--- config.mk ---
export PLATFORM = sky130hd
export DESIGN_NAME = clio
export DESIGN_NICKNAME = d
export VERILOG_FILES = /design/src/clio_pkg.sv /design/src/clio_reg_if.sv /design/src/clio.sv /design/src/clio_beam_counter.sv /design/src/clio_bus_port.sv /design/src/clio_irq_ctrl.sv /design/src/clio_misc_regs.sv
export SDC_FILE = /design/constraint.sdc
export NUM_CORES = 1
export LEC_CHECK = 0
export BUFFER_PORTS_ARGS = -buffer_cell sky130_fd_sc_hd__buf_2
export CAP_MARGIN = 40
export CORE_UTILIZATION = 29
export DETAILED_ROUTE_END_ITERATION = 8
export REMOVE_ABC_BUFFERS = 1
export SETUP_SLACK_MARGIN = 0.3
export SYNTH_ARGS = -nofsm -noshare
export SYNTH_HDL_FRONTEND = slang
export SYNTH_SLANG_ARGS = --single-unit
--- constraint.sdc ---
create_clock -name clk_25m -period 2.79 [get_ports clk_25m]
set_input_delay 0 -clock clk_25m [delete_from_list [all_inputs] [get_ports clk_25m]]
set_output_delay 0 -clock clk_25m [all_outputs]
set_load 0.02 [all_outputs]
--- src/clio_pkg.sv ---
// clio register block types, register map, beam limits, reset values, set/clear helper
package clio_pkg;

	typedef logic [31:0] reg_word_t;	// cpu data word
	typedef logic [13:0] reg_addr_t;	// word address = byte addr 15:2
	typedef logic [10:0] beam_count_t;	// h or v beam position
	typedef logic [31:0] irq_vec_t;	// pending / enable vector

	localparam beam_count_t HCNT_MAX = 11'd1590;	// last pixel clock of a line
	localparam beam_count_t VCNT_MAX = 11'd262;	// last line of a field
	localparam int FIELD_BIT = 11;	// field flag position in vcnt reads

	localparam reg_word_t REVISION_ID = 32'h0202_2000;	// chip rev in top byte
	localparam reg_word_t EXPCTL_RESET = 32'h0000_0080;	// arm owns the expansion bus
	localparam reg_word_t CSTAT_RESET = 32'h0000_0001;	// power-on flag
	localparam reg_word_t BAD_ACCESS = 32'hBADA_CCE5;	// unmapped read value

	// word addresses, written as byte offset >> 2
	localparam reg_addr_t ADDR_REVISION = reg_addr_t'(16'h0000 >> 2);
	localparam reg_addr_t ADDR_CSYSBITS = reg_addr_t'(16'h0004 >> 2);
	localparam reg_addr_t ADDR_VINT0 = reg_addr_t'(16'h0008 >> 2);
	localparam reg_addr_t ADDR_VINT1 = reg_addr_t'(16'h000C >> 2);
	localparam reg_addr_t ADDR_AUDIN = reg_addr_t'(16'h0020 >> 2);
	localparam reg_addr_t ADDR_AUDOUT = reg_addr_t'(16'h0024 >> 2);
	localparam reg_addr_t ADDR_CSTATBITS = reg_addr_t'(16'h0028 >> 2);
	localparam reg_addr_t ADDR_WDOG = reg_addr_t'(16'h002C >> 2);
	localparam reg_addr_t ADDR_HCNT = reg_addr_t'(16'h0030 >> 2);
	localparam reg_addr_t ADDR_VCNT = reg_addr_t'(16'h0034 >> 2);
	localparam reg_addr_t ADDR_SEED = reg_addr_t'(16'h0038 >> 2);
	localparam reg_addr_t ADDR_IRQ0_SET = reg_addr_t'(16'h0040 >> 2);
	localparam reg_addr_t ADDR_IRQ0_CLR = reg_addr_t'(16'h0044 >> 2);
	localparam reg_addr_t ADDR_IRQ0_EN_SET = reg_addr_t'(16'h0048 >> 2);
	localparam reg_addr_t ADDR_IRQ0_EN_CLR = reg_addr_t'(16'h004C >> 2);
	localparam reg_addr_t ADDR_MODE_SET = reg_addr_t'(16'h0050 >> 2);
	localparam reg_addr_t ADDR_MODE_CLR = reg_addr_t'(16'h0054 >> 2);
	localparam reg_addr_t ADDR_BADBITS = reg_addr_t'(16'h0058 >> 2);
	localparam reg_addr_t ADDR_SPARE = reg_addr_t'(16'h005C >> 2);
	localparam reg_addr_t ADDR_IRQ1_SET = reg_addr_t'(16'h0060 >> 2);
	localparam reg_addr_t ADDR_IRQ1_CLR = reg_addr_t'(16'h0064 >> 2);
	localparam reg_addr_t ADDR_IRQ1_EN_SET = reg_addr_t'(16'h0068 >> 2);
	localparam reg_addr_t ADDR_IRQ1_EN_CLR = reg_addr_t'(16'h006C >> 2);
	localparam reg_addr_t ADDR_HDELAY = reg_addr_t'(16'h0080 >> 2);
	localparam reg_addr_t ADDR_ADBCTL = reg_addr_t'(16'h0088 >> 2);
	localparam reg_addr_t ADDR_SLACK = reg_addr_t'(16'h0220 >> 2);
	localparam reg_addr_t ADDR_EXPCTL_SET = reg_addr_t'(16'h0400 >> 2);
	localparam reg_addr_t ADDR_EXPCTL_CLR = reg_addr_t'(16'h0404 >> 2);

	// set address ORs data in, clear address knocks data bits out
	function automatic reg_word_t set_clr(input reg_word_t cur, input reg_word_t data,
			input logic set_wr, input logic clr_wr);
		reg_word_t set_mask;
		reg_word_t clr_mask;
		set_mask = set_wr ? data : '0;	// nothing ored when idle
		clr_mask = clr_wr ? data : '0;	// nothing cleared when idle
		return (cur | set_mask) & ~clr_mask;
	endfunction

endpackage

--- src/clio_reg_if.sv ---
// register access interface between the bus port and one register peer
interface clio_reg_if;
	import clio_pkg::*;

	logic wr;	// write strobe, one clock
	reg_addr_t addr;	// broadcast word address
	reg_word_t wdata;	// broadcast write data
	reg_word_t rdata;	// peer read value, zero when not hit
	logic hit;	// addr belongs to this peer

	modport host (
		output wr,
		output addr,
		output wdata,
		input rdata,
		input hit
	);

	modport peer (
		input wr,
		input addr,
		input wdata,
		output rdata,
		output hit
	);

endinterface
--- src/clio.sv ---
// clio register block top level, bus port plus beam, irq and misc register peers
module clio (
	input logic clk_25m,
	input logic reset_n,
	input logic req_valid,
	output logic req_ready,
	input logic req_write,
	input clio_pkg::reg_addr_t req_addr,
	input clio_pkg::reg_word_t req_wdata,
	output logic rsp_valid,
	input logic rsp_ready,
	output clio_pkg::reg_word_t rsp_rdata,
	output logic firq_n
);
	import clio_pkg::*;

	logic line_start;	// hcnt at 0
	beam_count_t vcnt;	// current line, for vint compare

	clio_reg_if u_beam_bus ();
	clio_reg_if u_irq_bus ();
	clio_reg_if u_misc_bus ();

	clio_bus_port u_bus_port (
		.clk_25m (clk_25m),
		.reset_n (reset_n),
		.req_valid (req_valid),
		.req_write (req_write),
		.req_addr (req_addr),
		.req_wdata (req_wdata),
		.req_ready (req_ready),
		.rsp_valid (rsp_valid),
		.rsp_ready (rsp_ready),
		.rsp_rdata (rsp_rdata),
		.beam_bus (u_beam_bus.host),
		.irq_bus (u_irq_bus.host),
		.misc_bus (u_misc_bus.host)
	);

	clio_beam_counter u_beam (
		.clk_25m (clk_25m),
		.reset_n (reset_n),
		.bus (u_beam_bus.peer),
		.line_start (line_start),
		.vcnt (vcnt)
	);

	clio_irq_ctrl u_irq (
		.clk_25m (clk_25m),
		.reset_n (reset_n),
		.bus (u_irq_bus.peer),
		.line_start (line_start),
		.vcnt (vcnt),
		.firq_n (firq_n)
	);

	clio_misc_regs u_misc (
		.clk_25m (clk_25m),
		.reset_n (reset_n),
		.bus (u_misc_bus.peer)
	);

endmodule

--- src/clio_beam_counter.sv ---
// horizontal/vertical beam counters, field flag and their cpu registers
module clio_beam_counter (
	input logic clk_25m,
	input logic reset_n,
	clio_reg_if.peer bus,
	output logic line_start,
	output clio_pkg::beam_count_t vcnt
);
	import clio_pkg::*;

	beam_count_t hcnt;	// pixel clock within the line
	logic field;	// odd/even field, flips every frame
	logic wr_hcnt;
	logic wr_vcnt;

	assign wr_hcnt = bus.wr && (bus.addr == ADDR_HCNT);
	assign wr_vcnt = bus.wr && (bus.addr == ADDR_VCNT);
	assign line_start = (hcnt == '0);	// first clock of every line

	always_ff @(posedge clk_25m or negedge reset_n) begin
		if (!reset_n) begin
			hcnt <= '0;
			vcnt <= '0;
			field <= 1'b1;	// starts on field 1
		end else begin
			if (hcnt == HCNT_MAX) begin
				hcnt <= '0;	// end of line
				if (vcnt == VCNT_MAX) begin
					vcnt <= '0;	// end of field
					field <= ~field;
				end else begin
					vcnt <= vcnt + 1'b1;
				end
			end else begin
				hcnt <= hcnt + 1'b1;
			end
			// cpu writes win over the count
			if (wr_hcnt) begin
				hcnt <= beam_count_t'(bus.wdata);
			end
			if (wr_vcnt) begin
				vcnt <= beam_count_t'(bus.wdata);
			end
		end
	end

	always_comb begin
		bus.hit = 1'b1;
		case (bus.addr)
			ADDR_HCNT: bus.rdata = reg_word_t'(hcnt);
			ADDR_VCNT: bus.rdata = reg_word_t'(vcnt) | (reg_word_t'(field) << FIELD_BIT);
			default: begin
				bus.hit = 1'b0;
				bus.rdata = '0;
			end
		endcase
	end

endmodule

--- src/clio_bus_port.sv ---
// request/response handshake, write fan-out to the peers and read data select
module clio_bus_port (
	input logic clk_25m,
	input logic reset_n,
	input logic req_valid,
	input logic req_write,
	input clio_pkg::reg_addr_t req_addr,
	input clio_pkg::reg_word_t req_wdata,
	output logic req_ready,
	output logic rsp_valid,
	input logic rsp_ready,
	output clio_pkg::reg_word_t rsp_rdata,
	clio_reg_if.host beam_bus,
	clio_reg_if.host irq_bus,
	clio_reg_if.host misc_bus
);
	import clio_pkg::*;

	logic req_fire;	// request accepted this clock
	logic rd_fire;	// accepted read
	logic wr_fire;	// accepted write
	reg_word_t rd_sel;	// data of the peer that claims addr

	// only one response may wait, so stall while it is held off
	assign req_ready = !(rsp_valid && !rsp_ready);
	assign req_fire = req_valid && req_ready;
	assign rd_fire = req_fire && !req_write;
	assign wr_fire = req_fire && req_write;

	// same address and data go to every peer
	assign beam_bus.addr = req_addr;
	assign beam_bus.wdata = req_wdata;
	assign beam_bus.wr = wr_fire;
	assign irq_bus.addr = req_addr;
	assign irq_bus.wdata = req_wdata;
	assign irq_bus.wr = wr_fire;
	assign misc_bus.addr = req_addr;
	assign misc_bus.wdata = req_wdata;
	assign misc_bus.wr = wr_fire;

	// peers decode disjoint ranges, so at most one hit
	always_comb begin
		if (beam_bus.hit) begin
			rd_sel = beam_bus.rdata;
		end else if (irq_bus.hit) begin
			rd_sel = irq_bus.rdata;
		end else if (misc_bus.hit) begin
			rd_sel = misc_bus.rdata;
		end else begin
			rd_sel = BAD_ACCESS;	// nobody home
		end
	end

	// response valid flag
	always_ff @(posedge clk_25m or negedge reset_n) begin
		if (!reset_n) begin
			rsp_valid <= 1'b0;
		end else if (rd_fire) begin
			rsp_valid <= 1'b1;	// new read replaces the one just taken
		end else if (rsp_ready) begin
			rsp_valid <= 1'b0;	// consumed
		end
	end

	// response data, loaded only on an accepted read
	always_ff @(posedge clk_25m) begin
		if (rd_fire) begin
			rsp_rdata <= rd_sel;	// sampled at the accept edge
		end
	end

endmodule

--- src/clio_irq_ctrl.sv ---
// vertical line interrupt registers, irq0/irq1 pending and enable, firq_n
module clio_irq_ctrl (
	input logic clk_25m,
	input logic reset_n,
	clio_reg_if.peer bus,
	input logic line_start,
	input clio_pkg::beam_count_t vcnt,
	output logic firq_n
);
	import clio_pkg::*;

	reg_word_t vint0;	// line for irq0 bit 0
	reg_word_t vint1;	// line for irq0 bit 1
	irq_vec_t pend0;
	irq_vec_t en0;
	irq_vec_t pend1;
	irq_vec_t en1;
	irq_vec_t pend0_nxt;
	logic vint0_hit;
	logic vint1_hit;
	logic any_irq1;	// shows up as irq0 bit 31
	logic irq0_trig;
	logic irq1_trig;

	// only the low 11 bits of vint take part in the compare
	assign vint0_hit = line_start && (vcnt == beam_count_t'(vint0));
	assign vint1_hit = line_start && (vcnt == beam_count_t'(vint1));

	// cpu set/clear first, vint sets ored on top
	always_comb begin
		pend0_nxt = set_clr(pend0, bus.wdata, bus.wr && (bus.addr == ADDR_IRQ0_SET),
				bus.wr && (bus.addr == ADDR_IRQ0_CLR));
		pend0_nxt[0] = pend0_nxt[0] | vint0_hit;
		pend0_nxt[1] = pend0_nxt[1] | vint1_hit;
	end

	always_ff @(posedge clk_25m or negedge reset_n) begin
		if (!reset_n) begin
			vint0 <= '0;
			vint1 <= '0;
			pend0 <= '0;
			en0 <= '0;
			pend1 <= '0;
			en1 <= '0;
		end else begin
			pend0 <= pend0_nxt;
			en0 <= set_clr(en0, bus.wdata, bus.wr && (bus.addr == ADDR_IRQ0_EN_SET),
					bus.wr && (bus.addr == ADDR_IRQ0_EN_CLR));
			pend1 <= set_clr(pend1, bus.wdata, bus.wr && (bus.addr == ADDR_IRQ1_SET),
					bus.wr && (bus.addr == ADDR_IRQ1_CLR));
			en1 <= set_clr(en1, bus.wdata, bus.wr && (bus.addr == ADDR_IRQ1_EN_SET),
					bus.wr && (bus.addr == ADDR_IRQ1_EN_CLR));
			if (bus.wr && (bus.addr == ADDR_VINT0)) begin
				vint0 <= bus.wdata;
			end
			if (bus.wr && (bus.addr == ADDR_VINT1)) begin
				vint1 <= bus.wdata;
			end
		end
	end

	assign any_irq1 = |pend1;
	assign irq0_trig = |({any_irq1, pend0[30:0]} & en0);	// en0[31] masks the irq1 summary
	assign irq1_trig = |(pend1 & en1);
	assign firq_n = !(irq0_trig || irq1_trig);	// active low to the arm

	// set and clear addresses both read back the vector
	always_comb begin
		bus.hit = 1'b1;
		case (bus.addr)
			ADDR_VINT0: bus.rdata = vint0;
			ADDR_VINT1: bus.rdata = vint1;
			ADDR_IRQ0_SET, ADDR_IRQ0_CLR: bus.rdata = pend0;	// bit 31 as stored
			ADDR_IRQ0_EN_SET, ADDR_IRQ0_EN_CLR: bus.rdata = en0;
			ADDR_IRQ1_SET, ADDR_IRQ1_CLR: bus.rdata = pend1;
			ADDR_IRQ1_EN_SET, ADDR_IRQ1_EN_CLR: bus.rdata = en1;
			default: begin
				bus.hit = 1'b0;
				bus.rdata = '0;
			end
		endcase
	end

endmodule

--- src/clio_misc_regs.sv ---
// revision, cstatbits, mode and expctl set/clear, plain storage registers
module clio_misc_regs (
	input logic clk_25m,
	input logic reset_n,
	clio_reg_if.peer bus
);
	import clio_pkg::*;

	reg_word_t csysbits;
	reg_word_t audin;
	reg_word_t audout;
	reg_word_t cstatbits;	// bit 0 is power-on
	reg_word_t wdog;
	reg_word_t seed;
	reg_word_t mode;
	reg_word_t badbits;
	reg_word_t spare;
	reg_word_t hdelay;
	reg_word_t adbctl;
	reg_word_t expctl;	// expansion bus direction
	logic [9:0] slack;	// only 10 bits implemented

	always_ff @(posedge clk_25m or negedge reset_n) begin
		if (!reset_n) begin
			csysbits <= '0;
			audin <= '0;
			audout <= '0;
			cstatbits <= CSTAT_RESET;
			wdog <= '0;
			seed <= '0;
			mode <= '0;
			badbits <= '0;
			spare <= '0;
			hdelay <= '0;
			adbctl <= '0;
			expctl <= EXPCTL_RESET;
			slack <= '0;
		end else begin
			mode <= set_clr(mode, bus.wdata, bus.wr && (bus.addr == ADDR_MODE_SET),
					bus.wr && (bus.addr == ADDR_MODE_CLR));
			expctl <= set_clr(expctl, bus.wdata, bus.wr && (bus.addr == ADDR_EXPCTL_SET),
					bus.wr && (bus.addr == ADDR_EXPCTL_CLR));
			if (bus.wr) begin
				case (bus.addr)	// revision write falls to default
					ADDR_CSYSBITS: csysbits <= bus.wdata;
					ADDR_AUDIN: audin <= bus.wdata;
					ADDR_AUDOUT: audout <= bus.wdata;
					ADDR_CSTATBITS: cstatbits <= bus.wdata;	// whole word, por bit too
					ADDR_WDOG: wdog <= bus.wdata;
					ADDR_SEED: seed <= bus.wdata;
					ADDR_BADBITS: badbits <= bus.wdata;
					ADDR_SPARE: spare <= bus.wdata;
					ADDR_HDELAY: hdelay <= bus.wdata;
					ADDR_ADBCTL: adbctl <= bus.wdata;
					ADDR_SLACK: slack <= bus.wdata[9:0];
					default: ;
				endcase
			end
		end
	end

	always_comb begin
		bus.hit = 1'b1;
		case (bus.addr)
			ADDR_REVISION: bus.rdata = REVISION_ID;	// fixed
			ADDR_CSYSBITS: bus.rdata = csysbits;
			ADDR_AUDIN: bus.rdata = audin;
			ADDR_AUDOUT: bus.rdata = audout;
			ADDR_CSTATBITS: bus.rdata = cstatbits;
			ADDR_WDOG: bus.rdata = wdog;
			ADDR_SEED: bus.rdata = seed;
			ADDR_MODE_SET, ADDR_MODE_CLR: bus.rdata = mode;
			ADDR_BADBITS: bus.rdata = badbits;
			ADDR_SPARE: bus.rdata = spare;
			ADDR_HDELAY: bus.rdata = hdelay;
			ADDR_ADBCTL: bus.rdata = adbctl;
			ADDR_SLACK: bus.rdata = reg_word_t'(slack);	// upper bits read 0
			ADDR_EXPCTL_SET, ADDR_EXPCTL_CLR: bus.rdata = expctl;
			default: begin
				bus.hit = 1'b0;
				bus.rdata = '0;
			end
		endcase
	end

endmodule

==> results_dict.tcl <==
set metrics [dict create \
    status "completed" \
    rrSetupSlack_ns 0.48 \
    wl_per_cell_microns 25.70 \
    slew-limit-headroom_pct 35.24 \
    worst_ir_drop_vdd_mv 0.4191 \
    synth_area_sq_mm 0.02905 \
    timing.critical_path.depth 8 \
    area.growth.synth_to_final_pct 18.63 \
    required_ns 2.79 \
    cap_viol_max_count 0 \
    yosys_register_bits 642 \
    die_w_microns 318.5 \
    period_needed_ns 2.550 \
    cpLargestDelayFamily "simple AND/OR/NAND/NOR gates" \
    total_track_usage_pct 19.36 \
    worstPathArrival_ns 2.55 \
    cts_tree "done" \
    critical_path.max_stage_delay_ns 0.39 \
    critical_path_fanouts_max 3 \
    hold_path_class "in -> async" \
    tns_ns 0 \
    drt-initial-drc-count 2818 \
    cts_made_buffers 70 \
    end_kind "primary output" \
    detailed_place_hpwl_mm 63.12 \
    timing.critical_path.cells "a22o_1 > a221oi_2 > nand3_1 > nor4_2 > nand2_1 > nor4_2 > buf_4 > buf_4" \
    final_common_cell "dfrtp_1" \
    regToRegStartpoint "u_beam.hcnt[8]$_DFF_PN0_" \
    grt_pass1_vias 21593 \
    fp.coreArea_sq_mm 0.09885 \
    rr_worst_depth 6 \
    transition_time_of_the_tightest_slew_check_pin_ns 0.9693 \
    instance_area_at_placement_sq_mm 0.03174 \
    synth_enable_flop_cells 32 \
    finalSetupViolCount 0 \
    post_synthesis_cells 2412 \
    synth-async-reset-ratio_pct 95.02 \
    yosys_warnings 0 \
    via_count 21940 \
    final.fill_count 9627 \
    final_layout_size_suffix_gt1_share_pct 31.13 \
    clk-insertion-delay-late_ns 0.62 \
    dr.pass1.iters 7 \
    hold_viol 0 \
    cp-start-kind "flop" \
    yosys.cell_types.count 67 \
    ant_nets 0 \
    maximum_number_of_pins_on_one_net_before_global_route_repair 123 \
    post-route-util_pct 34.86 \
    final_cell_mix "dfrtp_1 (607), a21oi_1 (411), mux2_2 (404), a22oi_1 (120), buf_4 (97)" \
    mean_instance_size_in_the_synthesized_netlist_sq_um 12.04 \
    cp.buffers_inverters 2 \
    fin_crit_sh_pct 91.40 \
    count_of_inserted_antenna_diode_cells 0 \
    placement_rows 115 \
    finalWorstSetupSlack_ns 0.2398 \
    synth-main-ff-cell "dfrtp_1" \
    power_density_mw_per_mm2 570.7 \
    globalRouteOverflowTotal 0 \
    clock_edge_transition_at_the_registers_on_the_reported_setup_and_hold_paths_ns 0.06 \
    fin_nets 2561 \
    fin_worst_hold_slack_ns 0.1326 \
    grt_first_pass_wirelength_mm 148.6 \
    post-route-drc-count 0 \
    detailedPlace.worstSlack_ns -0.08376 \
    unrepaired_setup_endpoints_after_global_routing "yes" \
    clock_path_buffers 3 \
    clock_tree.htree_level_count 3 \
    timing.clock.skew_ns 0.02445 \
    die_area_sq_mm 0.1014 \
    wl_mm 98.77 \
    timing.critical_path.slowest_stage_cell "dfrtp_1" \
    pin_count 86 \
    initial_utilization_pct 29.39 \
    final_cell_area_sq_mm 0.03446 \
    slew_violations 0 \
    count_of_buffers_from_port_buffering 85 \
    via_per_inst 5.708 \
    fmax_mhz 392.1 \
    place_congestion 0.9175 \
    buffer_type_at_the_clock_tree_root "clkbuf_16" \
    proportion_of_synthesized_chip_area_in_sequential_cells_pct 55.87 \
    grt_antenna_before_repair 2 \
    clk_sink_count 642 \
    power.leakage_nw 15.63 \
    fp.dieH_microns 318.5 \
    r2r_end "u_beam.vcnt[7]$_DFFE_PN0P_" \
    critPathKind "reg -> out" \
]
state kept, by name (all words and copies together) (netlist names), 32 cells and up:
signal and cells:
u_bus_port.rsp_rdata 32, u_irq.en0 32, u_irq.en1 32, u_irq.pend0 32
u_irq.pend1 32, u_irq.vint0 32, u_irq.vint1 32, u_misc.adbctl 32
u_misc.audin 32, u_misc.audout 32, u_misc.badbits 32, u_misc.cstatbits 32
u_misc.csysbits 32, u_misc.expctl 32, u_misc.hdelay 32, u_misc.mode 32
u_misc.seed 32, u_misc.spare 32, u_misc.wdog 32
per-layer routing:
layer	global-route usage, %	wire (microns)	vias to the layer above
met5	0	7	-
met1	27.38	43510	11515
met4	6.044	2835	2
met3	3.148	7045	165
met2	30.21	45380	910
li1	-	-	9348
metrics by stage:
step / total power (W) / cells
3_5_place_dp: 0.01057 / 3680
5_1_grt: 0.02026 / 3844
3_3_place_gp: 0.01056 / 3679
4_1_cts: 0.01980 / 3841
2_1_floorplan: 0.009930 / 2177
6_report: 0.01967 / 3844
cells by family after synthesis:
kind of cell | Yosys count | share of synthesized area, %
AO/OA/AOI/OAI | 737 | 16.48
buffers and inverters | 245 | 3.588
AND/OR/NAND/NOR | 318 | 6.203
multiplexers | 428 | 16.53
XOR/XNOR | 37 | 1.116
adder cells (fa/ha/maj) | 5 | 0.2154
flip-flops | 642 | 55.87
where the power goes:
group | internal (W) | switching, W
combinational | 0.000246 | 0.000605
sequential | 0.00946 | 0.000150
clock | 0.00529 | 0.00392
total | 0.0150 | 0.00467
tightest hold or removal path, cell delays in order:
cell and delay (ns):
dlygate4sd3_1 0.58, buf_8 0.23, buf_16 0.29
worst max-delay path by stage:
stage | slack [ns] | end | start
after detailed placement | -0.08 | u_bus_port.rsp_rdata[5]$_DFFE_PP_ | req_addr[5]
final | 0.24 | firq_n | u_irq.en1[3]$_DFF_PN0_
after global routing | 0.19 | firq_n | u_irq.en1[3]$_DFF_PN0_
after CTS | 0.30 | firq_n | u_irq.pend1[1]$_DFF_PN0_
after global placement | -0.09 | u_bus_port.rsp_rdata[5]$_DFFE_PP_ | req_addr[5]
after floorplan | -1.20 | u_misc.wdog[0]$_DFFE_PN0P_ | req_addr[11]
synth_stat cells, types with 3 or more instances:
cell type	number	area share, %
a211oi_1	12	0.31
a21o_1	3	0.078
a21oi_1	411	7.1
a221o_1	6	0.21
a221oi_1	49	1.5
a222oi_1	61	2.1
a22o_1	29	0.87
a22oi_1	122	3.2
a41o_1	3	0.10
and2_1	3	0.065
and3_1	7	0.15
and4_1	3	0.090
buf_1	16	0.21
buf_2	59	1.0
buf_4	13	0.34
clkbuf_1	147	1.9
dfrtp_1	607	52
dfstp_2	3	0.27
edfxtp_1	32	3.3
ha_1	5	0.22
inv_1	10	0.13
mux2_1	10	0.39
mux2_2	404	16
mux2i_1	14	0.48
nand2_1	63	0.81
nand2b_1	8	0.17
nand3_1	37	0.64
nand4_1	32	0.69
nand4b_1	3	0.090
nor2_1	58	0.75
nor3_1	33	0.57
nor3_2	6	0.21
nor4_1	17	0.37
nor4_2	11	0.47
o2111ai_1	5	0.15
o211a_1	4	0.14
o211ai_1	5	0.13
o21ai_0	9	0.16
o2bb2ai_1	5	0.15
o31ai_1	3	0.078
or3_1	5	0.11
or4_1	7	0.18
or4b_2	4	0.14
xnor2_1	31	0.93
xor2_1	6	0.18
area by class of cell:
cell class	count	area (sq um)	area share [%]
timing repair buffer	256	2298	6.670
sequential	642	16230	47.10
inverter	10	37.54	0.1089
tap	1287	1610	4.673
multi-input combinational	1525	12020	34.87
clock inverter	19	225.2	0.6535
clock buffer	105	2044	5.933
what timing repair did:
item / 4_1_cts / 5_1_grt
hold buffers: 37 / 0
endpoints found under the setup margin: 1 / 1
endpoints found under the hold margin: 960 / 0
resized for setup: 6 / 1
buffers inserted: 0 / 3
pin swaps: 2 / 2
(Power assumes the default switching activity.)
